## src/hdl/sigma_delta_dac.sv

```systemverilog
`timescale 1ns/10ps

module sigma_delta_dac (
	input  logic       clk_sys,
	input  logic       reset,
	input  logic [7:0] audio_in,
	output logic       audio_out
);

	logic [8:0] acc;

	// First order loop. The carry out of the low byte is the output bit.
	always_ff @(posedge clk_sys) begin
		if (reset)
			acc <= '0;
		else
			acc <= {1'b0, acc[7:0]} + {1'b0, audio_in};
	end

	// Pulse density follows the sample over 256 clocks.
	assign audio_out = acc[8];

endmodule

```

## config.mk

```make
export PLATFORM = sky130hd
export DESIGN_NAME = sigma_delta_dac
export DESIGN_NICKNAME = d
export VERILOG_FILES = /design/src/hdl/sigma_delta_dac.sv
export SDC_FILE = /design/constraint.sdc
export NUM_CORES = 1
export LEC_CHECK = 0
export BUFFER_PORTS_ARGS = -buffer_cell sky130_fd_sc_hd__buf_2
export CELL_PAD_IN_SITES_DETAIL_PLACEMENT = 0
export CELL_PAD_IN_SITES_GLOBAL_PLACEMENT = 2
export CORE_AREA = 3 3 47 49
export CTS_BUF_LIST = sky130_fd_sc_hd__clkbuf_8
export CTS_CLUSTER_DIAMETER = 100
export DETAILED_ROUTE_END_ITERATION = 7
export DIE_AREA = 0 0 50 52
export PLACE_DENSITY_LB_ADDON = 0.1
export SYNTH_ARGS = -nofsm -noshare
export SYNTH_HDL_FRONTEND = slang
export SYNTH_SLANG_ARGS = --single-unit
```

## constraint.sdc

```tcl
create_clock -name clk_sys -period 1.6 [get_ports clk_sys]
set_input_delay 0.16 -clock clk_sys [delete_from_list [all_inputs] [get_ports clk_sys]]
set_output_delay 0.16 -clock clk_sys [all_outputs]
set_load 0.03 [all_outputs]
```

After elaboration in Yosys (flattened, before gate mapping)
Index checks and enable logic that the tools add are counted.
{"block": "word_totals", "inputBits": 10, "out_inout_bits": 1, "ff_bits": 9}
{"block": "classes", "addsub": 1}
{"cell": "adder 8 x 8 -> 9 bit", "count": 1}

Longest topological paths before layout
{"block": "depth", "word_depth": 1, "ltp_mapped": 6, "mapped_depth_nobuf": 6}

Worst setup path after synthesis
No wires, ideal clock.
{"block": "synth_timing", "path_type": "register to register", "startpoint": "register acc[0]", "endpoint": "register acc[8]", "path_buffers": 0, "t_arrival_ps": 1619, "stages_incl_launch_ff": 7, "setup_ps": 120, "setup_slack_ps": -139, "required_ps": 1480, "cell_sequence": "dfxtp_1 > ha_1 > fa_1 > a21o_1 > a311oi_1 > nor2_1 > o31a_1"}
{"block": "synth_via", "elab_chain_len": 1}
{"element": "start, declared", "line": "10", "source": "logic [8:0] acc;"}
{"element": "start signal, assigned", "line": "17", "source": "acc <= {1'b0, acc[7:0]} + {1'b0, audio_in};"}
{"element": "adder 8 x 8 -> 9 bit", "line": "17"}
No other way between the ends.
A chain may end at the register's enable or synchronous reset.

Worst setup path after layout
Same ends and word-level chain as after synthesis.

==> summary.md <==
| Metric | Value |
|---|---|
| Worst Path Max Fanout | 3 |
| Final #Nets | between 90 and 100 |
| Max Clock Skew | around 0.00045 ns |
| Initial antenna violation count | 0 |
| I/O pins | 11 |
| Setup ws final | -0.0553 ns |
| Post-synthesis cell type count | 22 |
| VDD IR max | 593 µV |
| Fin cells | 99 |
| Synth Cell Area | 514 µm² |
| Failing checks | negative setup slack |
| Biggest register | acc |
| Lkg Pwr | 0.331 nW |
| Status | complete, but fails checks |
| Wire length of the first global-routing pass | 1.97 mm |
| Design Power | 0.00106 W |
| Root Driver | clkbuf_8 |
| PD cells | roughly 1500 nW/µm² |
| Maximum clock path buffer count | 2 |
| Critical Path Start Type | register |
| Critical Setup Path Class | register to register |
| Top Registers | acc: 9 flops |
| Number of buffers added on ports | 10 |
| Routed WL per cell | 11.4 µm |
| Min cycle time layout | 1.66 ns |
| Total wire length | 1.13 mm |
| Max-slew violation count | 0 |
| Slew headroom | 84.8% |
| ANT cells | 0 |
| Dpl cells | 92 |
| Ys Warns | 0 |
| Worst hold path type | primary input to register |
| Initial drt markers | 1 |
| Die Y | about 52 µm |
| Routed Antenna Nets | 0 |
| WP data required | between 1.5 and 2 ns |
| Initial Utilization | 27.0% |
| Top post-synthesis cells by area | dfxtp_1 35%, ha_1 19%, a21o_1 4.4% |
| Synth area leader | dfxtp_1 |
| Final core utilization | a little under two fifths |
| Num CTS Buffers | 3 |
| Pin count of the biggest net entering global routing | 10 |
| Avg Cell Area, Syn | 9.52 µm² |
| Worst-Skew Late Latency | roughly 0.23 ns |
| FILL cells | 204 |
| Post-place setup slack | -0.103 ns |
| Area growth from synthesis to layout | 37.7% |
| CTS tree | built |
| Layout cells sized above 1 | 34.7% |
| Final setup viols | 1 |
| Clock sink count | 9 |
| Vias per cell | 4.25 |
| Cell Area, Placed | between 600 and 700 µm² |
| WP buf/inv | 0 |
| Final Hold Vio Count | 0 |
| Top cell type's share of synthesized area | 35.0% |
| Vias in the first global route | about 450 |
| CTS Hold Bufs | 0 |
| Peak Freq | 604 MHz |
| Syn nets | 73 |
| Std cell rows | 16 |
| Clk pin slew, worst setup/hold paths | about 0.05 ns |
| Worst path slowest cell | fa_2 |
| Kind of cell adding the most delay to the critical path | compound AO/OA/AOI/OAI gates |
| Worst-Margin Slew | 0.228 ns |
| Core area | between 1500 and 2000 µm² |
| DRC errors left | 0 |
| Final Instance Area | 708 µm² |
| Final GP Congestion | 0.656 |
| Critical Path End Type | register |
| Crit-path cells | ha_4 -> fa_2 -> a21o_1 -> a311oi_2 -> nor2_1 -> o31a_1 |
| Die area | 2600 µm² |
| H-tree depth | 1 |
| Crit path DAT | 1.77 ns |
| Pre-Repair DR Iteration Count | 2 |
| Max incr delay on CP | ~0.33 ns |
| RSZ-0062 raised after global routing | true |
| Number of cells produced by synthesis | 54 |
| Total grt overflow | 0 |
| FF+latch count, synth | 9 |
| DR vias | 421 |
| Max reg flops | 9 |
| Max cap viols | 0 |
| Global Route Usage Sum | between 10% and 20% |
| Detailed Place HPWL | 857 µm |
| Chip width | 50 µm |
| Register area share after synthesis | 35.0% |
| Tcrit/Tclk final | 103% |
[metal layers]
| metal | routed length, µm | track usage (%) | vias up |
|---|---|---|---|
| li1 | - | - | 234 |
| met1 | 571 | 11.0 | 180 |
| met2 | 512 | 17.4 | 7 |
| met3 | 48 | 4.87 | 0 |
| met4 | 0 | 5.53 | 0 |
| met5 | 0 | 0 | - |
[worst paths after layout]
| kind | from | endpoint | slack [ns] | depth (start not counted) |
|---|---|---|---|---|
| worst max register to register | acc[0] | acc[8] | -0.06 | 6 |
| worst min-delay path | reset | acc[0] | 0.23 | 2 |
| worst min register to register | acc[0] | acc[0] | 0.58 | 2 |
| worst max-delay path | acc[0] | acc[8] | -0.06 | 6 |
[cell type report]
class / instances / area, µm² / area share [%]
tap: 27 / 33.8 / 4.77
timing repair buffer: 15 / 87.6 / 12.4
sequential: 9 / 181 / 25.6
clock buffer: 3 / 41.3 / 5.83
clock inverter: 1 / 3.75 / 0.530
multi-input combinational: 44 / 360 / 50.9
[timing repair]
action | 4_1_cts | 5_1_grt
pin swaps | 3 | 0
gates resized for setup | 0 | 4
buffers inserted | 2 | 1
setup endpoints to repair | 2 | 4
[per-stage QoR]
stage                     hold slack (ns)  setup TNS [ns]
after floorplan                     0.423               0
after global placement              0.484          -0.109
after detailed placement            0.475          -0.147
after CTS                           0.230          -0.117
after global routing                0.253          -0.236
final                               0.231         -0.0553
[cell usage after synthesis]
cell type / n
a21oi_1: 4
o21a_1: 1
dfxtp_1: 9
a21o_1: 3
o31a_1: 1
o21ai_0: 2
nand4_1: 1
fa_1: 1
nor3_1: 4
a31o_2: 1
xor2_1: 1
a211oi_1: 1
nor3b_1: 1
nor2_1: 6
xnor2_1: 2
a31o_1: 1
nor2b_1: 2
nand2_1: 2
ha_1: 8
nand3_1: 1
a311oi_1: 1
clkbuf_1: 1
[logic make-up (layout without fill, tap and decap cells)]
logic type,after synthesis,after routing,share of synthesized area (%)
adders and majority gates,9,9,23.4
and+or+nand+nor,17,17,15.8
AOI/OAI and AO/OA,15,15,20.0
xor gates and xnor gates,3,3,5.11
DFF,9,9,35.0
buffers and inverters,1,19,0.729
[cell usage in the layout, fill, tap and decap left out]
cell,n
dfxtp_2,1
a31o_2,1
ha_4,1
a311oi_2,1
buf_4,5
dfxtp_1,8
fa_2,1
a21o_1,3
o21a_1,1
nor3_1,4
nor3b_1,1
nand2_1,2
buf_2,10
o21ai_0,2
o31a_1,1
nand3_1,1
a21oi_1,3
xor2_1,1
nor2_1,6
nand4_1,1
clkbuf_8,3
ha_1,7
a21oi_2,1
nor2b_1,2
a31o_1,1
a211oi_2,1
inv_1,1
xnor2_1,2
[power by group]
part | total (W) | internal [W] | switching [W] | leakage [nW]
clock network | 0.000259 | 0.000167 | 0.0000920 | 0.0269
registers | 0.000316 | 0.000292 | 0.0000240 | 0.0752
logic | 0.000482 | 0.000235 | 0.000247 | 0.229
No activity file was read; power rests on OpenSTA's default activity.
