`config.mk`:
```
export PLATFORM = sky130hd
export DESIGN_NAME = line_capture
export DESIGN_NICKNAME = d
export VERILOG_FILES = /design/src/hdl/galaksija_av_pkg.sv /design/src/hdl/line_capture.sv
export SDC_FILE = /design/constraint.sdc
export NUM_CORES = 1
export LEC_CHECK = 0
export BUFFER_PORTS_ARGS = -buffer_cell sky130_fd_sc_hd__buf_2
export CAP_MARGIN = 20
export CORE_AREA = 2 2 53 55
export CTS_CLUSTER_DIAMETER = 60
export DETAILED_ROUTE_END_ITERATION = 10
export DIE_AREA = 0 0 55 57
export GPL_ROUTABILITY_DRIVEN = 0
export GPL_TIMING_DRIVEN = 0
export PLACE_DENSITY_LB_ADDON = 0.1
export SYNTH_ARGS = -nofsm -noshare
export SYNTH_HDL_FRONTEND = slang
export SYNTH_SLANG_ARGS = --single-unit
```
`constraint.sdc`:
```
create_clock -name clk_sys -period 1.4 [get_ports clk_sys]
set_input_delay 0.07 -clock clk_sys [delete_from_list [all_inputs] [get_ports clk_sys]]
set_output_delay 0.07 -clock clk_sys [all_outputs]
set_load 0.02 [all_outputs]
```
`src/hdl/galaksija_av_pkg.sv`:
```
package galaksija_av_pkg;

	// Video line geometry.
	localparam int line_pixels = 320;
	localparam int pix_w = 8;
	localparam int buf_addr_w = 9;

	// Output line timing in clk_sys cycles.
	localparam int hs_clocks = 16;
	localparam int bp_clocks = 8;
	localparam int period_w = 12;
	localparam int play_cnt_w = buf_addr_w + 1;

	// Scandoubler FSM encoding.
	localparam logic [2:0] st_idle = 3'd0;
	localparam logic [2:0] st_sync = 3'd1;
	localparam logic [2:0] st_porch = 3'd2;
	localparam logic [2:0] st_active = 3'd3;
	localparam logic [2:0] st_blank = 3'd4;

	// APB register map.
	localparam logic [11:0] reg_status_addr = 12'h000;
	localparam logic [11:0] reg_build_addr = 12'h004;
	localparam logic [31:0] build_id = 32'h6a5c_0100;

	typedef struct packed {
		logic [21:0] unused;
		logic        reset_request;
		logic [4:0]  reserved;
		logic [1:0]  scanline;
		logic        doubler_bypass;
		logic        core_reset;
	} status_fields_t;

	// Written as a raw word over APB, read as fields by the video path.
	typedef union packed {
		logic [31:0]    raw;
		status_fields_t fields;
	} status_word_u;

	typedef enum logic [1:0] {
		scan_none   = 2'd0,
		scan_dim_25 = 2'd2,
		scan_dim_50 = 2'd3
	} scanline_mode_t;

endpackage
```
`src/hdl/line_capture.sv`:
```
`timescale 1ns/10ps

module line_capture import galaksija_av_pkg::*; (
	input  logic                  clk_sys,
	input  logic                  reset,
	input  logic                  ce_pix,
	input  logic [pix_w-1:0]      pix_in,
	input  logic                  hsync_in,
	input  logic                  vsync_in,
	output logic                  wr_en,
	output logic                  wr_bank,
	output logic [buf_addr_w-1:0] wr_addr,
	output logic [pix_w-1:0]      wr_data,
	output logic                  line_done,
	output logic                  done_bank,
	output logic                  in_window
);

	logic                  hs_prev;
	logic                  vs_prev;
	logic                  hs_rise;
	logic                  vs_rise;
	logic [buf_addr_w-1:0] pix_cnt;

	// Sync edges are only seen on pixel enable cycles.
	assign hs_rise = ce_pix && hsync_in && !hs_prev;
	assign vs_rise = ce_pix && vsync_in && !vs_prev;

	// Window closes once a full line has been stored.
	assign in_window = (pix_cnt < buf_addr_w'(line_pixels));

	always_ff @(posedge clk_sys) begin
		if (reset) begin
			hs_prev <= 1'b0;
			vs_prev <= 1'b0;
			pix_cnt <= buf_addr_w'(line_pixels);
			wr_bank <= 1'b0;
			done_bank <= 1'b0;
			line_done <= 1'b0;
			wr_en <= 1'b0;
		end else begin
			line_done <= hs_rise;
			wr_en <= ce_pix && !hs_rise && in_window;
			if (ce_pix) begin
				hs_prev <= hsync_in;
				vs_prev <= vsync_in;
			end
			if (hs_rise) begin
				pix_cnt <= '0;
				done_bank <= wr_bank;
				wr_bank <= ~wr_bank;
			end else if (ce_pix && in_window) begin
				pix_cnt <= pix_cnt + 1'b1;
			end
			// Line parity restarts on bank 0 with each frame.
			if (vs_rise)
				wr_bank <= 1'b0;
		end
	end

	always_ff @(posedge clk_sys) begin
		if (ce_pix) begin
			wr_addr <= pix_cnt;
			wr_data <= pix_in;
		end
	end

endmodule

```
Word-level counts from Yosys, hierarchy flattened
Cells that the tools add are included.

Register bits: 32. Bits of input ports: 13. Output and inout bits: 22. Word-level logic and storage cells: 28.

$add $sub $neg: 1. Magnitude comparators: 1. Multiplexer cells: 2. Bitwise gates (word level): 1. Reductions and logical operators: 13.

Operators by type and width (number): 9-bit 2-to-1 mux (2); 9-bit by 1-bit adder with 9-bit output (second input constant) (1); 9-bit less-than comparator (second input constant) (1); 1-bit logical AND (7); 2-bit OR reduction (2); 1-bit zero test (3); 2-bit nonzero test (1); 1-bit NOT (1).

Logic depth before layout (Yosys ltp)
Depth in word-level cells: 5. Depth in mapped cells: 4. Depth with buffers taken out: 4.

Worst setup path after synthesis
OpenSTA, ideal clock, no wires.

Path type: register to register. Start point: reg pix_cnt[6]. End point: reg pix_cnt[2]. Setup time: 70 ps. Arrival time: 1183 ps. Required time: 1330 ps. Path slack: 146 ps. Cell stages (with the launch flop): 5. Buffers on the path: 1. Clock period less this slack: 1254 ps. Path through: dfxtp_1 o21a_1 buf_6 or4_1 a21oi_1.

Longest elaborated chain between the ends: 2.

Ends and longest elaborated chain: from (decl) (line line_capture.sv:23) `logic [buf_addr_w-1:0] pix_cnt;`; from (signal assigned) (line line_capture.sv:36) `pix_cnt <= buf_addr_w'(line_pixels);`; from (signal assigned) (line line_capture.sv:53) `pix_cnt <= pix_cnt + 1'b1;`; 9-bit less-than comparator (line line_capture.sv:30) `assign in_window = (pix_cnt < buf_addr_w'(line_pixels));`; 1-bit logical AND (line line_capture.sv:52) `end else if (ce_pix && in_window) begin`.

No other way between the ends. A chain may end at the register's enable or synchronous reset.

Worst setup path after layout
Start point: reg pix_cnt[6]. End point: out in_window.

Longest elaborated chain between the ends: 1.

Ends and longest elaborated chain: 9-bit less-than comparator (line line_capture.sv:30); to (decl) (line line_capture.sv:16) `output logic in_window`.

No other way between the ends.

==> impl_metrics.json <==
{
  "cts_tree": "built",
  "antenna_found_initial": 0,
  "arrival_ns": 1.28,
  "ff2ff_setup_slack_ns": 0.06,
  "numPortBuffers": 34,
  "timing.rr.end": "pix_cnt[2]$_SDFFE_PP0P_",
  "path_cells": "o21a_1 -> inv_1 -> buf_2",
  "synth_common_cells": "edfxtp_1 (17), dfxtp_1 (15), a21oi_1 (9)",
  "worst_pin_slew_ns": 0.413,
  "final-hold-violation-count": 0,
  "startpoint_type": "register",
  "synthCells": 92,
  "first_pass_iters": 3,
  "diodes": 0,
  "avgRoutedWirePerCell_um": 13.0,
  "wl_mm": 2.28,
  "critPathCaptureType": "output port",
  "cts.clk_slew.worst_paths_ns": 0.09,
  "die_y_um": 57,
  "area_delta_synth_final_pct": 35.0,
  "yosysTopAreaCell": "edfxtp_1",
  "p_leak_nw": 0.643,
  "die_w_um": 55,
  "ys_ff_latch": 32,
  "ios": 35,
  "clock-root-buffer": "clkbuf_4",
  "synth_edf_count": 17,
  "fin_crit_sh": 0.961,
  "track_usage": 0.167,
  "max_stage_delay_ns": 0.36,
  "post_route_cells_drive_above_1_share": 0.372,
  "fin_util": 0.610,
  "setup_viol": 0,
  "hold_start": "reset",
  "avgViaCountPerCell": 5.13,
  "max_freq_mhz": 743,
  "start_util": 0.452,
  "slew_headroom": 0.725,
  "status": "complete, no violations",
  "cts.sinks": 32,
  "clock_latency_ns": 0.34,
  "yosysMostFrequentCell": "edfxtp_1",
  "rows": 19,
  "reg2regPathDepth": 4,
  "drcViolationCount": 0,
  "cts.path.max_buffers": 2,
  "overflow": 0,
  "h-tree-depth": 2,
  "nFillCells": 223,
  "antenna_left": 0,
  "dieArea_mm2": 0.00314,
  "cp_max_fo": 6,
  "comb_power_share": 0.121,
  "period_needed_ns": 1.35,
  "syn_area_mm2": 0.00118,
  "grt_max_degree": 19,
  "synth.distinct_cells": 29,
  "ys_seq_area_frac": 0.686,
  "min_to": "pix_cnt[4]$_SDFFE_PP0P_",
  "final_max_slew_viol_count": 0,
  "netlist.area_leader.share": 0.432,
  "internal_power_mw": 1.52,
  "power_density_mw_per_mm2": 1260,
  "p_sw_frac": 0.247,
  "cts_buffers": 5,
  "coreArea_mm2": 0.00262,
  "critPathRequiredTime_ns": 1.33,
  "grt_pass1_vias": 886,
  "grt_pass1_wl_mm": 3.68,
  "worst-setup-path-type": "reg -> out",
  "rr_startpoint": "pix_cnt[6]$_SDFFE_PP1P_",
  "synth_ff_type": "edfxtp_1",
  "cpLargestDelayFamily": "flip-flops",
  "clock_power_share": 0.349,
  "netlist_top_cells_area": "edfxtp_1 (43%), dfxtp_1 (25%), a21oi_1 (3.8%)",
  "rsz0062_at_grt": "yes",
  "nets": 158,
  "tns_ns": 0,
  "synth_fp_nets": 106,
  "min_path_type": "in -> reg",
  "fin_skew_ns": 0.0101,
  "path_buf_inv": 2,
  "vias": 903,
  "post-dp-hpwl_mm": 1.51,
  "cap_violations": 0,
  "switchingPower_uw": 499,
  "cpMaxStageDelayCell": "dfxtp_2",
  "drt-initial-drc-count": 8,
  "synth-async-reset-ratio": 0,
  "hold_depth": 3,
  "ir_drop_mv": 0.859,
  "syn_area_per_cell_um2": 12.8,
  "yosysWarnings": 0,
  "seqPwrFrac": 0.530
}
-- worst max path at each step --
stage                         endpoint  cells past startpoint                     from
2_1_floorplan  pix_cnt[2]$_SDFFE_PP0P_                      4  pix_cnt[6]$_SDFFE_PP1P_
6_report                     in_window                      3  pix_cnt[6]$_SDFFE_PP1P_
5_1_grt        pix_cnt[2]$_SDFFE_PP0P_                      4  pix_cnt[6]$_SDFFE_PP1P_
4_1_cts                      in_window                      3  pix_cnt[6]$_SDFFE_PP1P_
3_5_place_dp   pix_cnt[7]$_SDFFE_PP0P_                      5                   ce_pix
3_3_place_gp   pix_cnt[7]$_SDFFE_PP0P_                      5                   ce_pix
-- logic make-up (layout without fill, tap and decap cells) --
family / after synthesis / count (layout) / share of synthesized area
muxes: 2 / 2 / 0.0169
xor gates and xnor gates: 1 / 1 / 0.00742
and+or+nand+nor: 31 / 31 / 0.154
buffers and inverters: 7 / 60 / 0.0349
adders and majority gates: 1 / 1 / 0.0106
DFF: 32 / 32 / 0.686
AOI/OAI and AO/OA: 18 / 18 / 0.0900
-- power by group through the flow --
stage	Clock [mW]	Sequential, mW	Combinational [mW]
after floorplan	0	1.14	0.0875
after global placement	0	1.09	0.216
after detailed placement	0	1.09	0.221
after CTS	0.719	1.07	0.242
after global routing	0.764	1.08	0.268
final	0.704	1.07	0.243
-- stage by stage --
step / total power [mW] / hold slack (ns) / worst slack [ns] / std cells / area [µm²]
2_1_floorplan: 1.22 / 0.169 / 0.146 / 92 / 1180
3_3_place_gp: 1.30 / 0.247 / -0.0986 / 157 / 1390
3_5_place_dp: 1.31 / 0.248 / -0.153 / 157 / 1390
4_1_cts: 2.03 / 0.00801 / 0.0141 / 175 / 1570
5_1_grt: 2.11 / 0.0194 / -0.0318 / 176 / 1590
6_report: 2.02 / 0.0116 / 0.0541 / 176 / 1590
-- flip-flops by register name, summed over array words and instances (netlist names) --
name       cells
hs_prev        1
wr_addr        9
done_bank      1
pix_cnt        9
line_done      1
wr_bank        1
vs_prev        1
wr_data        8
wr_en          1
-- repair_timing --
action / CTS / global route
hold endpoints to repair: 10 / 0
endpoints found under the setup margin: 0 / 5
gates resized for setup: 0 / 7
hold buffers: 10 / 0
buffers inserted: 0 / 1
-- final cells by class --
class | count | area (µm²) | share of cell area
flip-flops and latches | 32 | 817 | 0.513
multi-input cells | 53 | 339 | 0.213
repair buffers | 45 | 278 | 0.174
clock inverters | 3 | 42.5 | 0.0267
well taps | 31 | 38.8 | 0.0243
clock buffers | 5 | 37.5 | 0.0235
plain buffers | 3 | 26.3 | 0.0165
inverters | 4 | 15.0 | 0.00942
-- cell usage in the layout (no fill, tap or decap), types with 2 or more instances in the layout --
cell type / instances
buf_2: 34
edfxtp_1: 17
dfxtp_1: 10
dlygate4sd3_1: 10
a21oi_1: 8
nand2_1: 6
clkbuf_4: 5
dfxtp_2: 5
inv_1: 4
o31ai_1: 3
or4_1: 3
or3_1: 3
nand3_1: 3
o21ai_0: 3
nor2_1: 3
buf_6: 2
nand4_1: 2
nand3b_1: 2
mux2i_1: 2
nor3_1: 2
-- tightest hold or removal path: stages --
cell and delay (ns):
buf_2 0.09, or3_1 0.09, mux2i_1 0.05
-- layer usage --
layer / part of all wire / vias to the layer above / global-route usage
met4: 0.023 / 0 / 0.0976
li1: - / 446 / -
met2: 0.49 / 24 / 0.264
met1: 0.42 / 426 / 0.183
met5: 0 / - / 0
met3: 0.062 / 7 / 0.0707
Power figures use the tool's default switching activity.
