`config.mk`:
```
export PLATFORM = sky130hd
export DESIGN_NAME = scan_doubler
export DESIGN_NICKNAME = d
export VERILOG_FILES = /design/src/hdl/galaksija_av_pkg.sv /design/src/hdl/scan_doubler.sv
export SDC_FILE = /design/constraint.sdc
export NUM_CORES = 1
export LEC_CHECK = 0
export CELL_PAD_IN_SITES_DETAIL_PLACEMENT = 0
export CELL_PAD_IN_SITES_GLOBAL_PLACEMENT = 1
export CORE_MARGIN = 2
export CORE_UTILIZATION = 50
export CTS_BUF_LIST = sky130_fd_sc_hd__clkbuf_2
export CTS_CLUSTER_SIZE = 28
export DETAILED_ROUTE_END_ITERATION = 12
export DONT_BUFFER_PORTS = 1
export PLACE_DENSITY = 0.85
export SYNTH_ARGS = -nofsm -noshare
export SYNTH_HDL_FRONTEND = slang
export SYNTH_SLANG_ARGS = --single-unit
```
`constraint.sdc`:
```
create_clock -name clk_sys -period 3.6 [get_ports clk_sys]
set_input_delay 0.54 -clock clk_sys [delete_from_list [all_inputs] [get_ports clk_sys]]
set_output_delay 0.54 -clock clk_sys [all_outputs]
set_load 0.01 [all_outputs]
```
`src/hdl/galaksija_av_pkg.sv`:
```
package galaksija_av_pkg;

	// Video line geometry.
	localparam int line_pixels = 320;
	localparam int pix_w = 8;
	localparam int buf_addr_w = 9;

	// Output line timing in clk_sys cycles.
	localparam int hs_clocks = 16;
	localparam int bp_clocks = 8;
	localparam int period_w = 12;
	localparam int play_cnt_w = buf_addr_w + 1;

	// Scandoubler FSM encoding.
	localparam logic [2:0] st_idle = 3'd0;
	localparam logic [2:0] st_sync = 3'd1;
	localparam logic [2:0] st_porch = 3'd2;
	localparam logic [2:0] st_active = 3'd3;
	localparam logic [2:0] st_blank = 3'd4;

	// APB register map.
	localparam logic [11:0] reg_status_addr = 12'h000;
	localparam logic [11:0] reg_build_addr = 12'h004;
	localparam logic [31:0] build_id = 32'h6a5c_0100;

	typedef struct packed {
		logic [21:0] unused;
		logic        reset_request;
		logic [4:0]  reserved;
		logic [1:0]  scanline;
		logic        doubler_bypass;
		logic        core_reset;
	} status_fields_t;

	// Written as a raw word over APB, read as fields by the video path.
	typedef union packed {
		logic [31:0]    raw;
		status_fields_t fields;
	} status_word_u;

	typedef enum logic [1:0] {
		scan_none   = 2'd0,
		scan_dim_25 = 2'd2,
		scan_dim_50 = 2'd3
	} scanline_mode_t;

endpackage
```
`src/hdl/scan_doubler.sv`:
```
`timescale 1ns/10ps

module scan_doubler import galaksija_av_pkg::*; (
	input  logic                  clk_sys,
	input  logic                  reset,
	input  logic                  line_done,
	input  logic                  done_bank,
	input  logic                  vsync_in,
	input  logic [pix_w-1:0]      pix_in,
	input  logic                  in_window,
	input  logic                  doubler_bypass,
	input  scanline_mode_t        scan_mode,
	output logic                  rd_bank,
	output logic [buf_addr_w-1:0] rd_addr,
	input  logic [pix_w-1:0]      rd_data,
	output logic [5:0]            vga_r,
	output logic [5:0]            vga_g,
	output logic [5:0]            vga_b,
	output logic                  vga_hs,
	output logic                  vga_vs,
	output logic                  vga_de
);

	logic [2:0]            state;
	logic [play_cnt_w-1:0] cnt;
	logic [period_w-1:0]   pos;
	logic [period_w-1:0]   period_cnt;
	logic [period_w-1:0]   half_len;
	logic                  second;
	logic                  blank_done;
	logic                  play_start;
	logic                  rd_valid;
	logic                  rd_second;
	logic                  vs_hold;
	logic                  vs_line;
	logic [17:0]           pix_rgb;
	scanline_mode_t        line_mode;

	// 3-3-2 to 6-6-6 by repeating the field bits.
	function automatic logic [17:0] expand(input logic [pix_w-1:0] p);
		return {p[2:0], p[2:0], p[5:3], p[5:3], 2'b00, p[7:6], p[7:6]};
	endfunction

	function automatic logic [5:0] shade(input logic [5:0] c, input scanline_mode_t m);
		logic [5:0] r;
		case (m)
			scan_dim_25: r = c - (c >> 2);
			scan_dim_50: r = c - (c >> 1);
			default: r = c;
		endcase
		return r;
	endfunction

	// Each output line lasts half the measured input line.
	assign blank_done = (state == st_blank) && (pos >= half_len);
	assign play_start = line_done || (blank_done && !second);
	assign rd_addr = cnt[play_cnt_w-1:1];

	always_ff @(posedge clk_sys) begin
		if (reset) begin
			period_cnt <= '0;
			half_len <= '0;
		end else if (line_done) begin
			period_cnt <= '0;
			half_len <= {1'b0, period_cnt[period_w-1:1]};
		end else if (period_cnt != '1) begin
			period_cnt <= period_cnt + 1'b1;
		end
	end

	always_ff @(posedge clk_sys) begin
		if (reset) begin
			state <= st_idle;
			cnt <= '0;
			pos <= '0;
			second <= 1'b0;
			rd_bank <= 1'b0;
		end else if (line_done) begin
			// A new line restarts the pair even mid playout.
			state <= st_sync;
			cnt <= '0;
			pos <= 1;
			second <= 1'b0;
			rd_bank <= done_bank;
		end else begin
			cnt <= cnt + 1'b1;
			if (pos != '1)
				pos <= pos + 1'b1;
			case (state)
				st_sync: if (cnt == play_cnt_w'(hs_clocks - 1)) begin
					state <= st_porch;
					cnt <= '0;
				end
				st_porch: if (cnt == play_cnt_w'(bp_clocks - 1)) begin
					state <= st_active;
					cnt <= '0;
				end
				st_active: if (cnt == play_cnt_w'(2*line_pixels - 1)) begin
					state <= st_blank;
					cnt <= '0;
				end
				st_blank: if (blank_done) begin
					cnt <= '0;
					pos <= 1;
					second <= 1'b1;
					state <= second ? st_idle : st_sync;
				end
				default: cnt <= '0;
			endcase
		end
	end

	always_ff @(posedge clk_sys) begin
		if (reset) begin
			rd_valid <= 1'b0;
			rd_second <= 1'b0;
			vs_hold <= 1'b0;
			vs_line <= 1'b0;
			vga_de <= 1'b0;
			vga_hs <= 1'b0;
			vga_vs <= 1'b0;
		end else begin
			rd_valid <= (state == st_active);
			rd_second <= second;
			if (play_start) begin
				vs_hold <= vsync_in;
				vs_line <= vs_hold;
			end
			if (doubler_bypass) begin
				vga_de <= in_window;
				vga_hs <= (state == st_sync) && !second;
				vga_vs <= vsync_in;
			end else begin
				vga_de <= rd_valid;
				vga_hs <= (state == st_sync);
				vga_vs <= vs_line;
			end
		end
	end

	// Only the repeated line is dimmed.
	always_comb begin
		pix_rgb = expand(doubler_bypass ? pix_in : rd_data);
		line_mode = (rd_second && !doubler_bypass) ? scan_mode : scan_none;
	end

	always_ff @(posedge clk_sys) begin
		vga_r <= shade(pix_rgb[17:12], line_mode);
		vga_g <= shade(pix_rgb[11:6], line_mode);
		vga_b <= shade(pix_rgb[5:0], line_mode);
	end

endmodule

```
# Word level (Yosys, flattened, before mapping)

Cells that the tools add are included.

Add/subtract/negate cells: 9
Multiply operators: 0
Divide/modulo/power cells: 0
$lt $le $gt $ge: 1
Eq/ne operators: 19
Shift-type cells: 0
Muxes and demuxes: 24
Bitwise operators: 0
Reduce and logical (&&, ||, !) cells: 13

Operators with widths:

| cell                  | number |
|---|---|
| $mux 10               | 4 |
| $pmux 10 s4           | 1 |
| $mux 12               | 3 |
| $pmux 6 s2            | 3 |
| $add 12x1->12 const B | 2 |
| $ne 12x12->1 const B  | 2 |
| $ge 12x11->1          | 1 |
| $mux 3                | 4 |
| $ne 3x3->1 const B    | 4 |
| $pmux 3 s4            | 1 |
| $sub 6x4->6           | 2 |
| $sub 6x5->6           | 2 |
| $add 10x1->10 const B | 1 |
| $eq 10x10->1 const B  | 1 |
| $eq 10x3->1 const B   | 1 |
| $eq 10x4->1 const B   | 1 |
| $reduce_and 5->1      | 2 |
| $mux 8                | 1 |
| $ne 2x2->1 const B    | 4 |
| $eq 3x2->1 const B    | 2 |
| $mux 1                | 6 |
| $reduce_bool 5->1     | 1 |
| $sub 4x2->5           | 1 |
| $sub 4x3->5           | 1 |
| other kinds (10)      | 15 |

Register bits: 75
Bits in latches: 0
Bits in writable memories: 0
Bits in read-only memories: 0
Input port bits: 25
Word-level logic and storage cells: 85
Memories kept: 0

# Depth between registers and ports, before layout

Word-level depth: 5
Depth in mapped cells: 12
Depth with buffers taken out: 11

# Least setup slack after synthesis

Ideal clock, no wire load.

Path kind: input-to-reg
From: in doubler_bypass
To: reg vga_g[5]
Setup time: 0.128 ns
Arrival time: 2.620 ns
Slack: 0.852 ns
Stages: 11
Buffers on the path: 2
Cell sequence: and3b_1 -> clkbuf_1 -> nand2_1 -> buf_2 -> o21ai_1 -> ha_1 -> a21o_1 -> a21o_1 -> a21o_1 -> a211oi_1 -> xnor2_1

Word-level cells in the longest chain between the ends: 5
Elaborated cells between the ends (all ways): 9
Classes of those cells: add/sub: 2; eq/ne: 2; mux: 3; reduce/logical: 2

Ends and longest elaborated chain:

| element                                             | line                | source |
|---|---|---|
| start, declared                                     | scan_doubler.sv:11  | `input logic doubler_bypass,` |
| branches (longest 4 deep; another with $sub 6x5->6) | n/a                 |  |
| $pmux 6 s2 (*)                                      | scan_doubler.sv:46  | `case (m)` |
| end signal, assigned                                | scan_doubler.sv:149 | `vga_g <= shade(pix_rgb[11:6], line_mode);` |
| end, declared                                       | scan_doubler.sv:17  | `output logic [5:0] vga_g,` |

Every way passes the cells marked *.
A chain may end at the register's enable or synchronous reset.

# Worst setup path in the final report

From: reg rd_second
To: reg vga_g[5]

Word-level cells in the longest chain between the ends: 4
Elaborated cells between the ends (all ways): 5
Classes of those cells: eq/ne: 2; mux: 2; reduce/logical: 1

Ends and longest elaborated chain:

| element                | line                | source |
|---|---|---|
| start, declared        | scan_doubler.sv:33  | `logic rd_second;` |
| start signal, assigned | scan_doubler.sv:124 | `rd_second <= second;` |
| $logic_and 1x1->1 (*)  | scan_doubler.sv:144 | `line_mode = (rd_second && !doubler_bypass) ? scan_mode : scan_none;` |
| $mux 2 (*)             | scan_doubler.sv:144 |  |
| $eq 2x2->1             | scan_doubler.sv:46  |  |
| $pmux 6 s2 (*)         | scan_doubler.sv:46  |  |

Every way passes the cells marked *; elsewhere a longest branch is shown, timed or not.

==> reports/qor.csv <==
metric;value;unit
drc;0;
finalSetupViolCount;0;
path_max_fanout;13;
globalplace.congestion;0.8243;
async_flop_share;0;%
fin_crit;2.490;ns
place.detailed.hpwl;5383;um
worst_pin_slew;0.5471;ns
vias;2876;
min_period_over_period;69.18;%
path_class;reg2reg;
slowest_delay;0.38;ns
dp.cells;522;
ys_seq_area_share;37.13;%
cts.path.max_buffers;2;
p_per_area;374.7;nW/um2
pre_cts_ws;0.8689;ns
syn_inst;445;
multi_input_area;2237;um2
cts_htree_levels;3;
antenna_cells;0;
drive_gt1_share;10.32;%
synth_top_area_share;37.13;%
antenna_found_initial;0;
status;finished, final reports clean;
track_usage;17.55;%
area_growth;2.603;%
ys.flop_type;dfxtp_1;
drv_cap;0;
postSynthAreaPerCell;8.966;um2
p_leak;1.673;nW
viasPerCell;5.346;
synth_top_area_cell;dfxtp_1;
cts_root_buf;clkbuf_2;
setup_tns;0;ns
initial_core_util;51.64;%
first_pass_iters;4;
cts_buffers;9;
crit_chain;and3b_1 -> nand2_1 -> o21ai_1 -> ha_1 -> a21o_1 -> a21o_1 -> a21o_1 -> a211oi_1 -> xnor2_1;
ctsResizeCount;0;
cts_tree;done;
std_cell_rows;32;
cts_sinks;74;
core_area;7727;um2
hold_ws;0.07605;ns
grt_pass1_wl;12220;um
grt_max_degree;25;
syn-num-nets;500;
hold_viol_final;0;
ir_drop;0.0001595;V
routed_wl;7152;um
final_nets;486;
timing.final.max_slew_violations;0;
synth_area;3990;um2
clock_skew;0.03552;ns
synth_edf_count;0;
wire_per_inst;13.29;um
ioPinCount;56;
clk_transition_reported_paths;0.20;ns
start_kind;flip-flop;
final_area;4094;um2
postCtsHoldBufs;0;
fillers;709;
stdcell_count;538;
regArea;1481;um2
power;1.534;mW
drtIter0Drc;74;
gr-total-overflow;0;
fin_ws;1.110;ns
required;4.04;ns
port_buffers;0;
path_buf_inv;0;
clock.fmax;401.6;MHz
rsz0062_at_grt;no;
cpMostUsedCell;a21o_1;
crit_arrival;2.93;ns
cp-end-kind;flip-flop;
ys_warn_count;0;
crit_slowest_cell;dfxtp_1;
hold_class;in2reg;
clk_latency;0.52;ns
die_w;93.33;um
postCtsSetupBuffers;0;
grt_pass1_vias;2736;
postRouteAntennaNets;0;
die_h;93.33;um
yosysUniqueCellTypes;52;
ys_ff_latch;74;
final_util;52.98;%
critPathTopFamily;compound AO/OA/AOI/OAI gates;
die_area;8710;um2
dpl_cell_area;3963;um2
yosys-top-cells-area;dfxtp_1, ha_1, mux2i_1, nor2_1, xnor2_1;
relSlewSlack;63.53;%
[synthesized netlist by cell type (9+ instances only)]
| library cell | instances |
|---|---|
| dfxtp_1 | 74 |
| nor2_1 | 64 |
| mux2i_1 | 28 |
| ha_1 | 27 |
| inv_1 | 26 |
| a21oi_1 | 23 |
| nand2_1 | 21 |
| nand3_1 | 16 |
| xnor2_1 | 16 |
| xor2_1 | 15 |
| a21o_1 | 11 |
| buf_4 | 10 |
| nor2_2 | 9 |
[flip-flops by register name (all words and copies together) (netlist names), 3 cells and up]
name / count
state: 3
pos: 12
half_len: 11
period_cnt: 12
cnt: 10
vga_b: 5
vga_g: 6
vga_r: 6
[final timing paths]
check,depth (start not counted),endpoint,slack (ns),start
hold / removal,1,vga_de$_SDFF_PP0_,0.08,reset
setup reg to reg,9,vga_g[5]$_DFF_P_,1.11,rd_second$_SDFF_PP0_
setup / recovery,9,vga_g[5]$_DFF_P_,1.11,rd_second$_SDFF_PP0_
hold reg to reg,1,cnt[0]$_SDFF_PP0_,0.47,cnt[0]$_SDFF_PP0_
[worst register-to-register path, stage by stage, from the launching register on]
cell	delay, ns
dfxtp_1	0.38
and3b_1	0.18
nand2_1	0.28
o21ai_1	0.32
ha_1	0.28
a21o_1	0.18
a21o_1	0.20
a21o_1	0.19
a211oi_1	0.28
xnor2_1	0.16
[cells by family (layout without fill, tap and decap cells)]
group / after synthesis / in the layout / synth area share [%]
buffers and inverters: 55 / 46 / 6.804
XOR/XNOR: 31 / 31 / 6.805
flip-flops: 74 / 74 / 37.13
adder cells (fa/ha/maj): 30 / 30 / 9.972
AND/OR/NAND/NOR: 154 / 154 / 19.82
AO/OA/AOI/OAI: 70 / 70 / 11.60
multiplexers: 31 / 31 / 7.871
[report_power, final]
| group | switching, mW | total [mW] | leakage (nW) | internal (mW) |
|---|---|---|---|---|
| sequential | 0.0205 | 0.863 | 0.604 | 0.843 |
| clock | 0.291 | 0.519 | 0.0793 | 0.228 |
| combinational | 0.0806 | 0.152 | 0.989 | 0.0712 |
| total | 0.392 | 1.53 | 1.67 | 1.14 |
[routing by layer]
layer  vias up  wire [um]  GRT usage [%]
met5         -          0              0
met4         0        121          7.353
met3        10        284          3.707
met2        40       3402          29.80
met1      1339       3343          21.48
li1       1487          -              -
[cells in the final DEF (no fill, tap or decap), drive strengths merged, types with 3 or more instances in the layout]
| cell | n |
|---|---|
| xnor2 | 16 |
| fa | 3 |
| a21o | 11 |
| nand3 | 17 |
| inv | 29 |
| o21ai | 10 |
| a21oi | 25 |
| clkinv | 3 |
| nor2 | 73 |
| nand2 | 21 |
| mux2i | 28 |
| a2111oi | 3 |
| clkbuf | 10 |
| xor2 | 15 |
| nand2b | 6 |
| ha | 27 |
| dfxtp | 74 |
| and3 | 9 |
| a211oi | 8 |
| nand4 | 8 |
| o21a | 4 |
| a31oi | 4 |
| mux2 | 3 |
| nor3 | 7 |
[area by class of cell]
type	count	share of cell area, %
clock inverter	6	1.987
tap	102	3.117
sequential	74	36.19
clock buffer	10	1.222
multi-input combinational	316	54.65
timing repair buffer	1	0.1834
inverter	29	2.659
(Power assumes the default switching activity.)
