--- config.mk ---
export PLATFORM = sky130hd
export DESIGN_NAME = av_config_regs
export DESIGN_NICKNAME = d
export VERILOG_FILES = /design/src/hdl/galaksija_av_pkg.sv /design/src/hdl/av_config_regs.sv
export SDC_FILE = /design/constraint.sdc
export NUM_CORES = 1
export LEC_CHECK = 0
export ABC_AREA = 1
export BUFFER_PORTS_ARGS = -buffer_cell sky130_fd_sc_hd__buf_2
export CORE_ASPECT_RATIO = 2
export CORE_MARGIN = 3
export CORE_UTILIZATION = 48
export CTS_CLUSTER_SIZE = 28
export DETAILED_ROUTE_END_ITERATION = 8
export GPL_TIMING_DRIVEN = 0
export PLACE_DENSITY = 0.89
export SLEW_MARGIN = 20
export SYNTH_ARGS = -nofsm -noshare
export SYNTH_HDL_FRONTEND = slang
export SYNTH_SLANG_ARGS = --single-unit
export TNS_END_PERCENT = 10
--- constraint.sdc ---
create_clock -name clk_sys -period 1.3 [get_ports clk_sys]
set_clock_uncertainty 0.2 [all_clocks]
set_input_delay 0.065 -clock clk_sys [delete_from_list [all_inputs] [get_ports clk_sys]]
set_output_delay 0.065 -clock clk_sys [all_outputs]
set_load 0.005 [all_outputs]
--- src/hdl/galaksija_av_pkg.sv ---
package galaksija_av_pkg;

	// Video line geometry.
	localparam int line_pixels = 320;
	localparam int pix_w = 8;
	localparam int buf_addr_w = 9;

	// Output line timing in clk_sys cycles.
	localparam int hs_clocks = 16;
	localparam int bp_clocks = 8;
	localparam int period_w = 12;
	localparam int play_cnt_w = buf_addr_w + 1;

	// Scandoubler FSM encoding.
	localparam logic [2:0] st_idle = 3'd0;
	localparam logic [2:0] st_sync = 3'd1;
	localparam logic [2:0] st_porch = 3'd2;
	localparam logic [2:0] st_active = 3'd3;
	localparam logic [2:0] st_blank = 3'd4;

	// APB register map.
	localparam logic [11:0] reg_status_addr = 12'h000;
	localparam logic [11:0] reg_build_addr = 12'h004;
	localparam logic [31:0] build_id = 32'h6a5c_0100;

	typedef struct packed {
		logic [21:0] unused;
		logic        reset_request;
		logic [4:0]  reserved;
		logic [1:0]  scanline;
		logic        doubler_bypass;
		logic        core_reset;
	} status_fields_t;

	// Written as a raw word over APB, read as fields by the video path.
	typedef union packed {
		logic [31:0]    raw;
		status_fields_t fields;
	} status_word_u;

	typedef enum logic [1:0] {
		scan_none   = 2'd0,
		scan_dim_25 = 2'd2,
		scan_dim_50 = 2'd3
	} scanline_mode_t;

endpackage
--- src/hdl/av_config_regs.sv ---
`timescale 1ns/10ps

module av_config_regs import galaksija_av_pkg::*; (
	input  logic           clk_sys,
	input  logic           reset,
	input  logic           psel,
	input  logic           penable,
	input  logic           pwrite,
	input  logic [11:0]    paddr,
	input  logic [31:0]    pwdata,
	output logic [31:0]    prdata,
	output logic           pready,
	output logic           pslverr,
	output logic           core_reset,
	output logic           doubler_bypass,
	output scanline_mode_t scan_mode
);

	status_word_u status;
	logic         access;
	logic         status_hit;
	logic         build_hit;

	assign access = psel && penable;
	assign status_hit = (paddr == reg_status_addr);
	assign build_hit = (paddr == reg_build_addr);

	// Every transfer completes in its first access cycle.
	assign pready = 1'b1;

	always_ff @(posedge clk_sys) begin
		if (reset) begin
			status.raw <= '0;
		end else if (access && pwrite && status_hit) begin
			status.raw <= pwdata;
		end
	end

	always_comb begin
		prdata = '0;
		if (psel && !pwrite) begin
			if (status_hit)
				prdata = status.raw;
			else if (build_hit)
				prdata = build_id;
		end
	end

	// The build word is read only.
	assign pslverr = access && !(status_hit || (build_hit && !pwrite));

	// Either the reset bit or the menu reset request holds the core.
	assign core_reset = status.fields.core_reset | status.fields.reset_request;
	assign doubler_bypass = status.fields.doubler_bypass;

	always_comb begin
		case (status.fields.scanline)
			2'd2: scan_mode = scan_dim_25;
			2'd3: scan_mode = scan_dim_50;
			// Code 1 selected HQ2x, which is not built here.
			default: scan_mode = scan_none;
		endcase
	end

endmodule

; ---- Word-level counts from Yosys, hierarchy flattened
; Cells that the tools add are included.
[word_totals]
register_bits = 32
inputBits = 49
output_inout_bits = 38
word_cells = 19
[classes]
n_eq_ne = 3
muxes = 4
n_bitwise = 1
n_reduce_logical = 10
[op_table]
columns = cell, count
row1 = $mux 32, 2
row2 = $mux 31, 1
row3 = $eq 12x3->1 const B, 1
row4 = $logic_not 12->1, 1
row5 = $logic_and 1x1->1, 6
row6 = $eq 2x2->1 const B, 2
row7 = $pmux 2 s2, 1
row8 = $logic_not 1->1, 2
row9 = $logic_or 1x1->1, 1
row10 = $or 1x1->1, 1

; ---- Longest topological paths before layout
; Gate-level depths: netlist (run 1).
[depth]
word_depth = 5
ltp_mapped = 8
depth_no_buf = 7

; ---- Worst setup path after synthesis (run 1)
; Ideal clock, no wire load.
[synth_path]
path_type = input -> output
start = input port paddr[11]
end = output port prdata[0]
arrival_ns = 0.889
t_required_ns = 1.035
slack_ns = 0.146
path_stages = 6
cell_sequence = nor2_1 > nand2_1 > nor2_4 > nand2_2 > clkbuf_1 > nor3_1
[synth_between]
elab_chain_cells = 3
[synth_rtl]
columns = element, line_no
row1 = start: declaration, av_config_regs.sv:9  ; input logic [11:0] paddr,
row2 = $logic_not 12->1, av_config_regs.sv:25  ; assign status_hit = (paddr == reg_status_addr);
row3 = $mux 32, av_config_regs.sv:42  ; if (status_hit)
row4 = $mux 32, av_config_regs.sv:41  ; if (psel && !pwrite) begin
row5 = end: declaration, av_config_regs.sv:11  ; output logic [31:0] prdata,
; Every way passes these cells.

; ---- Final worst setup path (run 1)
[layout_path]
start = input port paddr[8]
end = output port prdata[13]
; The elaborated chain is that of the path after synthesis.

==> metrics.md, run 1 <==
| Metric | Value |
|---|---|
| Max_slew headroom | 61.8% |
| WL met2 | 5.09 mm |
| Fillers | 191 |
| TritonCTS buffer count | 5 |
| PnR worst setup slack | -231 ps |
| Crit-path max FO | 5 |
| Crit path capture type | primary output |
| Period Utilization, post-route | 118% |
| Cells after synthesis | 352 |
| Syn_nets | 401 |
| Vias | 2822 |
| Synth top area share | 31.8% |
| HP Class | input port to flop |
| P&R area growth vs syn | 74.1% |
| Initial drt markers | 186 |
| Biggest regs | status: 32 flops |
| FFs w/ async S/R, synth | 0% |
| Yosys top cell by area | dfxtp_1 |
| CP Launch Point | paddr[8] |
| Final ANT Viol Nets | 0 |
| LEAKAGE | 1.97 nW |
| Synth top cells by count | inv_1, nand2_1, nor2_1 |
| Clock power share | 38.6% |
| Number of diodes | 0 |
| Die Ht | 97.6 um |
| WL/cell | 17.2 um |
| Synth Register Bits | 32 |
| Largest register FFs | 32 |
| Sequential Power Share | 44.8% |
| # clock sinks | 32 |
| Main synth FF type | dfxtp_1 |
| Starting Density | 50.8% |
| Most frequent cell after synthesis | inv_1 |
| Worst r2r src | status[23]$_SDFFE_PP0P_ |
| First-pass GRT wire length | 10.6 mm |
| DR DRC count | 0 |
| Pre-CTS setup slack | -363 ps |
| Area contributors post-synth | dfxtp_1, inv_1, nand2_1 |
| Failing checks | negative setup slack |
| Comb power frac | 16.7% |
| CTS tree | done |
| Seq/Total Area, Yosys | 31.8% |
| Mean Syn Cell Area | 5.72 um2 |
| EDFF count, synth | 0 |
| Worst slew pin tran | 571 ps |
| Clk buf depth | 2 |
| Post-DP Area | 0.00250 mm2 |
| Most flops, register | status |
| First-pass DRT Iterations | 7 |
| RSZ-0062 raised after global routing | yes |
| Max Transition Viols Final | 0 |
| Row cnt | 32 |
| Largest net degree at the start of global routing | 11 |
| Crit path kind | input port to primary output |
| Layout cells sized above 1 | 36.0% |
| Io pins | 87 |
| Port Buffers | 85 |
| Detailed Route WL | 9.31 mm |
| Core ar. | 0.00396 mm2 |
| Hold WS | 137 ps |
| Finished Core Util | 88.4% |
| Synthesis Warnings | 0 |
| Sw Ratio | 27.8% |
| Via-per-instance ratio | 5.23 |
| Status | complete, but fails checks |
| Peak VDD IR | 0.000697 V |
| Remaining Overflow, GRT | 0 |
| Htree depth | 2 |
| Vias in the first global route | 2496 |
| Max cap viols | 0 |
| Data required time at the worst endpoint | 1030 ps |
| Highest Signal Layer | met4 |
| Post-route design area | 0.00350 mm2 |
| Total GRT Usage | 27.5% |
| Area taken by multi-input logic gates | 0.00119 mm2 |
| Fmax achieved | 653 MHz |
| Routed length on met3 | 631 um |
| Hpwl dp | 4.04 mm |
| Net Sw Power | 0.608 mW |
| GP Congestion | 0.862 |
| DIE AREA | 0.00505 mm2 |
| Antenna violations before repair | 0 |
| Setup Viol. Count Final | 51 |
| Critical path launch point type | input port |
| Int Pwr | 1.58 mW |
| Syn Std Cell Area | 0.00201 mm2 |
| PwrDens | 625 mW/mm2 |
| Arr. time, crit path | 1270 ps |
| Tmin final | 1530 ps |
| Hold violation total from the final report | 0 |
| Register area | 641 um2 |
| Netlist cell types | 18 |
| TNS Setup | -4820 ps |
| CTS root buf | clkbuf_8 |
| Total Nets Final | 537 |
| Hold Crit Start | reset |
| Clock transition at the registers of the reported paths | 80 ps |
| Die Width | 51.8 um |
| Latest clock arrival within the worst-skew pair | 300 ps |
| DRT met1 WL | 2.89 mm |
cells in the final DEF, fill, tap and decap left out:
cell type	Yosys	routed
inv_1	102	101
buf_2	11	86
nand2_1	75	68
nor2_1	57	38
dlygate4sd3_1	0	33
nand4_1	32	32
dfxtp_1	32	32
nor2_4	1	11
nor3_2	0	11
nor2_2	1	10
buf_6	3	10
nor3_4	0	9
buf_4	1	7
clkbuf_8	0	7
nand2_2	1	4
nor3_1	24	4
inv_2	2	3
nand2_8	0	3
clkbuf_16	0	3
buf_8	0	3
buf_1	5	3
nand2_4	0	2
nand3_2	1	2
clkinv_2	0	2
buf_12	0	2
clkbuf_1	2	1
clkbuf_4	0	1
conb_1	1	1
worst max-delay path, cell delays in order:
cell,delay [ps]
buf_2,120
nor2_4,110
nand2_2,80
nor2_4,120
buf_12,150
nand2_8,90
clkbuf_16,170
nor3_2,170
buf_2,180
per-stage QoR:
step	total power [mW]	std cells
final	2.19	540
after global routing	2.23	540
after CTS	2.09	534
after detailed placement	1.20	488
after global placement	1.19	488
after floorplan	1.10	352
cell families after synthesis:
group	synth area share [%]
buffers and inverters	25.5
other	0.186
flip-flops	31.8
AND/OR/NAND/NOR	42.5
worst paths after layout:
kind                                                 to  slack, ps  cells past startpoint
worst min register to register  status[28]$_SDFFE_PP0P_        320                      4
worst max register to register  status[23]$_SDFFE_PP0P_        290                      4
worst max-delay path                         prdata[13]       -230                      9
worst min-delay path            status[20]$_SDFFE_PP0P_        140                      5
layer usage:
layer	global-route usage [%]	up-vias
li1	-	1300
met1	26.2	1248
met2	51.6	206
met3	4.45	68
met4	15.8	0
met5	0	-
power groups by stage:
stage / Clock, mW / Combinational (mW) / Sequential [mW]
floorplan: 0 / 0.0985 / 1.00
global placement: 0 / 0.192 / 1.00
detailed placement: 0 / 0.195 / 1.00
CTS: 0.810 / 0.300 / 0.980
global route: 0.865 / 0.389 / 0.979
finish: 0.844 / 0.364 / 0.979
cell type report:
cell class              instances  area share [%]
flip-flops and latches         32            18.3
multi-input cells             195            34.0
inverters                     104            11.1
clock inverters                 2           0.286
plain buffers                  22            4.89
clock buffers                   6            2.36
well taps                      51            1.82
repair buffers                128            27.2
what timing repair did:
item	4_1_cts	5_1_grt
endpoints found under the setup margin	33	54
pin swaps	4	5
hold endpoints to repair	32	0
buffers inserted	4	3
hold buffers	33	0
resized for setup	44	54
gates cloned	1	3
No activity file was read; power rests on OpenSTA's default activity.
==> run 2, diff against run 1 <==
- ABC_AREA: 1 -> default
- CORE_UTILIZATION: 48 -> 47
- CTS_CLUSTER_SIZE: 28 -> 10
- PLACE_DENSITY: 0.89 -> 0.88
==> run 2 against run 1 <==
Compared with the run above: the run still ends with negative setup slack left; via count is 33% lower; final cell count fell by 29%; global-route usage shrank 3.1 points; sequential share of layout area rose by 3.3 points; die area fell by 3.5%; critical path depth fell by 2.
==> metrics.md, run 2 <==
| Metric | Value |
|---|---|
| Worst slew pin tran | 777 ps (was 571 ps) |
| P&R area growth vs syn | 56.7% (was 74.1%) |
| CP peak stage delay | 310 ps (was 180 ps) |
| Hpwl dp | 3.44 mm (was 4.04 mm) |
| Crit path kind | input port to primary output (unchanged) |
| Synth top area share | 33.8% (was 31.8%) |
| TritonCTS buffer count | 5 (unchanged) |
| Largest register FFs | 32 (unchanged) |
| Max cap viols | 0 (unchanged) |
| Clock transition at the registers of the reported paths | 70 ps (was 80 ps) |
| Critical path, cell by cell | buf_6, nor4_4, nand4_1, buf_6, buf_8, nor3b_4, buf_2 (was buf_2, nor2_4, nand2_2, nor2_4, buf_12, nand2_8, clkbuf_16, nor3_2, buf_2) |
| GP Congestion | 0.754 (was 0.862) |
| Most frequent cells in the layout | buf_2, nand2b_1, mux2i_1, dlygate4sd3_1, dfxtp_1 (was inv_1, buf_2, nand2_1) |
| Period Utilization, post-route | 120% (was 118%) |
| Tmin final | 1560 ps (was 1530 ps) |
| Status | complete, but fails checks (unchanged) |
| Synthesis Warnings | 0 (unchanged) |
| Cells after synthesis | 202 (was 352) |
| Main synth FF type | dfxtp_1 (unchanged) |
| Remaining Overflow, GRT | 0 (unchanged) |
| Netlist cell types | 23 (was 18) |
| Total Nets Final | 378 (was 537) |
| Most flops, register | status (unchanged) |
| # clock sinks | 32 (unchanged) |
| DR DRC count | 0 (unchanged) |
| Io pins | 87 (unchanged) |
| Vias | 1883 (was 2822) |
| CTS tree | done (unchanged) |
| Starting Density | 48.8% (was 50.8%) |
| EDFF count, synth | 0 (unchanged) |
| Data required time at the worst endpoint | 1030 ps (about the same) |
| Vias in the first global route | 1932 (was 2496) |
| Seq/Total Area, Yosys | 33.8% (was 31.8%) |
| FFs w/ async S/R, synth | 0% (unchanged) |
| Syn Std Cell Area | 0.00189 mm2 (was 0.00201 mm2) |
| Synth Register Bits | 32 (unchanged) |
| CP Launch Point | paddr[10] (was paddr[8]) |
| LEAKAGE | 1.21 nW (was 1.97 nW) |
| Hold violation total from the final report | 0 (unchanged) |
| R2R depth | 2 (was 4) |
| Critical path launch point type | input port (unchanged) |
| DIE AREA | 0.00487 mm2 (was 0.00505 mm2) |
| Yosys top cell by area | dfxtp_1 (unchanged) |
| Worst reg2reg endpoint | status[3]$_SDFFE_PP0P_ (was status[23]$_SDFFE_PP0P_) |
| Synth top cells by count | nand2b_1, dfxtp_1, mux2i_1 (was inv_1, nand2_1, nor2_1) |
| Fmax achieved | 642 MHz (was 653 MHz) |
| Setup Viol. Count Final | 32 (was 51) |
| Layout cells sized above 1 | 39.1% (was 36.0%) |
| Largest net degree at the start of global routing | 11 (unchanged) |
| R2r setup slk | 460 ps (was 290 ps) |
| Via-per-instance ratio | 4.94 (was 5.23) |
| PnR worst setup slack | -257 ps (was -231 ps) |
| Latest clock arrival within the worst-skew pair | 290 ps (was 300 ps) |
| Initial drt markers | 34 (was 186) |
| First-pass GRT wire length | 8.91 mm (was 10.6 mm) |
| Peak VDD IR | 0.000665 V (was 0.000697 V) |
| Fillers | 272 (was 191) |
| Antenna violations before repair | 0 (unchanged) |
| Hold depth | 5 (unchanged) |
| Critical path's slowest cell | nor4_4 (was buf_2) |
| Hold EP | status[14]$_SDFFE_PP0P_ (was status[20]$_SDFFE_PP0P_) |
| Top cell by count, worst path | buf_6 |
| Leading cell type in the layout, fill and taps excluded | buf_2 (was inv_1) |
| Final ANT Viol Nets | 0 (unchanged) |
| Clk buf depth | 2 (unchanged) |
| Max_slew headroom | 48.2% (was 61.8%) |
| Die Ht | 95.8 um (was 97.6 um) |
| First-pass DRT Iterations | 4 (was 7) |
| Worst r2r src | status[3]$_SDFFE_PP0P_ (was status[23]$_SDFFE_PP0P_) |
| Syn_nets | 251 (was 401) |
| PwrDens | 701 mW/mm2 (was 625 mW/mm2) |
| Biggest regs | status: 32 flops (unchanged) |
| WL/cell | 14.7 um (was 17.2 um) |
| Total GRT Usage | 24.4% (was 27.5%) |
| Pre-CTS setup slack | -326 ps (was -363 ps) |
| CTS root buf | clkbuf_8 (unchanged) |
| Mean Syn Cell Area | 9.38 um2 (was 5.72 um2) |
| Die Width | 50.9 um (was 51.8 um) |
| TNS Setup | -5850 ps (was -4820 ps) |
| Max Transition Viols Final | 0 (unchanged) |
| RSZ-0062 raised after global routing | yes (unchanged) |
| Failing checks | negative setup slack (unchanged) |
| Htree depth | 2 (unchanged) |
| Area contributors post-synth | dfxtp_1, nand2b_1, mux2i_1 (was dfxtp_1, inv_1, nand2_1) |
| Most frequent cell after synthesis | nand2b_1 (was inv_1) |
| Core ar. | 0.00388 mm2 (was 0.00396 mm2) |
| Area taken by multi-input logic gates | 0.00120 mm2 (was 0.00119 mm2) |
| Crit-path max FO | 6 (was 5) |
| Detailed Route WL | 5.61 mm (was 9.31 mm) |
| Crit path capture type | primary output (unchanged) |
| Hold Crit Start | paddr[10] (was reset) |
| Number of diodes | 0 (unchanged) |
| Arr. time, crit path | 1290 ps (was 1270 ps) |
| Port Buffers | 83 (was 85) |
| HP Class | input port to flop (unchanged) |
| Row cnt | 32 (unchanged) |
| Register area | 641 um2 (unchanged) |
==> run 2: layout make-up <==
cell class / instances / area share, %
Multi-Input combinational cell: 150 / 40.4
Timing Repair Buffer: 120 / 27.4
Sequential cell: 32 / 21.6
Buffer: 20 / 5.44
Clock buffer: 8 / 3.04
Tap cell: 51 / 2.15
==> run 2: cell families (layout without fill, tap and decap cells) <==
family	Yosys count	after routing	share of synthesized area, %
mux	32	32	16.9
compound gates	2	2	0.727
buf+inv	20	148	7.53
flops	32	32	33.8
simple gates	115	115	40.8
other cells	1	1	0.198
==> run 2: worst max path at each step <==
stage                             endpoint  slack, ps  cells after the start
detailed placement              prdata[12]       -330                      6
CTS                             prdata[12]       -200                      7
finish                           prdata[9]       -260                      7
global route                     prdata[9]       -310                      7
floorplan           status[0]$_SDFFE_PP0P_         20                      6
global placement                prdata[26]       -300                      6
==> run 2: critical path: cells and delay by family <==
family                 cells  cell delay, ps
AND/OR/NAND/NOR            3             670
buffers and inverters      4             550
==> run 2: where the power goes <==
group	total (mW)	switching, mW	internal, mW
clock	0.797	0.366	0.432
sequential	0.980	0.0000151	0.980
combinational	0.302	0.120	0.181
==> run 2: repair_timing <==
item | 4_1_cts | 5_1_grt
buffers inserted | 3 | 0
hold endpoints to repair | 32 | 0
setup endpoints to repair | 32 | 57
gates cloned | 2 | 0
gates resized for setup | 22 | 7
hold buffers | 32 | 0
pin swaps | 6 | 6
==> run 2: per-layer routing <==
| metal | wire length, um | GRT usage [%] | vias to the layer above |
|---|---|---|---|
| li1 | - | - | 909 |
| met5 | 0 | 0 | - |
| met4 | 140 | 11.9 | 0 |
| met2 | 3230 | 46.9 | 72 |
| met3 | 258 | 4.65 | 14 |
| met1 | 1970 | 24.1 | 888 |
==> run 2: stage by stage <==
| stage | std cells | area, um2 | hold WS, ps | power, mW | util [%] |
|---|---|---|---|---|---|
| final | 381 | 2970 | 137 | 2.08 | 76.4 |
| after global routing | 381 | 2970 | 149 | 2.16 | 76.4 |
| after CTS | 381 | 2930 | 135 | 2.07 | 75.5 |
| after detailed placement | 336 | 2390 | 137 | 1.21 | 61.7 |
| after global placement | 336 | 2390 | 127 | 1.21 | 61.7 |
| after floorplan | 202 | 1920 | 4.07 | 1.11 | - |
==> run 3, diff against run 2 <==
==> constraint.sdc (replaced) <==
create_clock -name clk_sys -period 1.3 [get_ports clk_sys]
set_clock_uncertainty 0.2 [all_clocks]
set_input_delay 0.195 -clock clk_sys [delete_from_list [all_inputs] [get_ports clk_sys]]
set_output_delay 0.195 -clock clk_sys [all_outputs]
set_load 0.005 [all_outputs]
==> run 3 against run 2 <==
Compared with the run above: the run still ends with negative setup slack left; sequential power about the same; non-clock buffer count is 4 lower; flip-flop and latch count stayed put; clock power rose by 33%; hold slack got worse by 130 ps; first-iteration DRC count down 2.9%; critical path depth unchanged; die area stayed put; sequential share of layout area down 0.33 points; combinational power down 2%; final area up 1.7%; largest cell class unchanged.
==> metrics.md, run 3 (synthesized netlist as in run 2, its figures left out) <==
| Metric | Value |
|---|---|
| Status | complete, but fails checks (unchanged) |
| Failing checks | negative setup slack (unchanged) |
| Comb power frac | 12.6% (was 14.5%) |
| Hpwl dp | 3.59 mm (was 3.44 mm) |
| Worst r2r src | status[9]$_SDFFE_PP0P_ (was status[3]$_SDFFE_PP0P_) |
| Layout cells sized above 1 | 41.4% (was 39.1%) |
| Io pins | 87 (unchanged) |
| Finished Core Util | 77.7% (was 76.4%) |
| CTS root buf | clkbuf_8 (unchanged) |
| TritonCTS buffer count | 5 (unchanged) |
| R2r setup slk | 440 ps (was 460 ps) |
| WL/cell | 14.7 um (about the same) |
| Sw Ratio | 21.6% (was 23.4%) |
| Post-DP Area | 0.00246 mm2 (was 0.00239 mm2) |
| Setup Viol. Count Final | 62 (was 32) |
| Max cap viols | 0 (unchanged) |
| Data required time at the worst endpoint | 900 ps (was 1030 ps) |
| Hold violation total from the final report | 0 (unchanged) |
| Max Transition Viols Final | 0 (unchanged) |
| WL met2 | 3.06 mm (was 3.23 mm) |
| Number of diodes | 0 (unchanged) |
| Routed length on met3 | 269 um (was 258 um) |
| Worst slew pin tran | 790 ps (was 777 ps) |
| P&R area growth vs syn | 59.4% (was 56.7%) |
| Worst Setup EP | prdata[26] (was prdata[9]) |
| Most flops, register | status (unchanged) |
| Total GRT Usage | 23.1% (was 24.4%) |
| First-pass GRT wire length | 8.56 mm (was 8.91 mm) |
| Clk buf depth | 2 (unchanged) |
| DRT met1 WL | 2.03 mm (was 1.97 mm) |
| Largest register FFs | 32 (unchanged) |
| Vias in the first global route | 1880 (was 1932) |
| Row cnt | 32 (unchanged) |
| Number of cells in the finished layout apart from fillers | 377 (was 381) |
| Crit-path max FO | 5 (was 6) |
| GP Congestion | 0.750 (was 0.754) |
| Post-route design area | 0.00302 mm2 (was 0.00297 mm2) |
| Sequential Power Share | 42.0% (was 47.1%) |
| Die Ht | 95.8 um (unchanged) |
| Remaining Overflow, GRT | 0 (unchanged) |
| Initial drt markers | 33 (was 34) |
| # clock sinks | 32 (unchanged) |
| Tmin final | 1790 ps (was 1560 ps) |
| First-pass DRT Iterations | 4 (unchanged) |
| Max_slew headroom | 47.3% (was 48.2%) |
| Worst reg2reg endpoint | status[9]$_SDFFE_PP0P_ (was status[3]$_SDFFE_PP0P_) |
| Htree depth | 2 (unchanged) |
| Clock power share | 45.3% (was 38.3%) |
| Power Total | 2.33 mW (was 2.08 mW) |
| Starting Density | 48.8% (unchanged) |
| Int Pwr | 1.83 mW (was 1.59 mW) |
| Crit path capture type | primary output (unchanged) |
| DR DRC count | 0 (unchanged) |
| Fmax achieved | 559 MHz (was 642 MHz) |
| RSZ-0062 raised after global routing | yes (unchanged) |
| Crit path kind | input port to primary output (unchanged) |
| Critical path launch point type | input port (unchanged) |
| Leading cell type in the layout, fill and taps excluded | buf_2 (unchanged) |
| Register area | 642 um2 (was 641 um2) |
| CTS tree | done (unchanged) |
| Peak VDD IR | 0.000829 V (was 0.000665 V) |
| Hold Crit Start | pwdata[28] (was paddr[10]) |
| Most frequent cells in the layout | buf_2, nand2b_1, mux2i_1 (was buf_2, nand2b_1, mux2i_1, dlygate4sd3_1, dfxtp_1) |
| R2R depth | 2 (unchanged) |
| Period Utilization, post-route | 138% (was 120%) |
| Latest clock arrival within the worst-skew pair | 280 ps (was 290 ps) |
| HP Class | input port to flop (unchanged) |
| PnR worst setup slack | -490 ps (was -257 ps) |
| Antenna violations before repair | 0 (unchanged) |
| Die Width | 50.9 um (unchanged) |
| Hold WS | 6.59 ps (was 137 ps) |
| Area taken by multi-input logic gates | 0.00123 mm2 (was 0.00120 mm2) |
| PwrDens | 772 mW/mm2 (was 701 mW/mm2) |
| Highest Signal Layer | met4 (unchanged) |
| Pre-CTS setup slack | -616 ps (was -326 ps) |
| Placed cells | 336 (unchanged) |
| Core ar. | 0.00388 mm2 (unchanged) |
| LEAKAGE | 1.24 nW (was 1.21 nW) |
| Fillers | 274 (was 272) |
| Vias | 1849 (was 1883) |
| Final ANT Viol Nets | 0 (unchanged) |
| Detailed Route WL | 5.53 mm (was 5.61 mm) |
| DIE AREA | 0.00487 mm2 (unchanged) |
| Total Nets Final | 374 (was 378) |
| Arr. time, crit path | 1390 ps (was 1290 ps) |
| Biggest regs | status: 32 flops (unchanged) |
| Port Buffers | 83 (unchanged) |
| Net Sw Power | 0.503 mW (was 0.486 mW) |
| Largest net degree at the start of global routing | 11 (unchanged) |
| Via-per-instance ratio | 4.90 (was 4.94) |
| Clock transition at the registers of the reported paths | 60 ps (was 70 ps) |
| TNS Setup | -14830 ps (was -5850 ps) |
| CP Launch Point | paddr[4] (was paddr[10]) |
[run 3: final cells by class]
type                    count  area share [%]
plain buffers              19            5.55
clock buffers               7            3.19
clock inverters             1           0.995
multi-input cells         150            40.7
flip-flops and latches     32            21.3
well taps                  51            2.11
repair buffers            117            26.1
[run 3: worst max-delay path, stage by stage]
cell and delay [ps]:
buf_6 90, nor4_4 320, nand4_1 150, buf_6 180
buf_12 140, nor3b_2 180, buf_2 150
[run 3: power by group through the flow]
stage	clock network [mW]	registers, mW	logic (mW)
floorplan	0	1.00	0.106
global placement	0	1.00	0.206
detailed placement	0	1.00	0.209
CTS	1.07	0.980	0.284
global route	1.10	0.979	0.322
finish	1.06	0.980	0.295
[run 3: metal layers]
| metal | GRT usage, % | vias to the layer above |
|---|---|---|
| li1 | - | 905 |
| met1 | 24.5 | 854 |
| met2 | 43.8 | 75 |
| met3 | 3.26 | 15 |
| met4 | 10.6 | 0 |
| met5 | 0 | - |
[run 3: worst min-delay path by stage]
stage | endpoint | cells past startpoint | slack, ps
CTS | status[11]$_SDFFE_PP0P_ | 3 | 3
detailed placement | status[4]$_SDFFE_PP0P_ | 3 | 260
finish | status[28]$_SDFFE_PP0P_ | 3 | 7
floorplan | status[0]$_SDFFE_PP0P_ | 2 | 150
global route | status[11]$_SDFFE_PP0P_ | 3 | 30
global placement | status[24]$_SDFFE_PP0P_ | 2 | 250
[run 3: timing repair]
item | 4_1_cts | 5_1_grt
setup buffers | 3 | 0
hold endpoints to repair | 30 | 0
resized for setup | 9 | 14
gates cloned | 1 | 0
setup endpoints to repair | 65 | 65
hold buffers | 30 | 0
pin swaps | 4 | 8
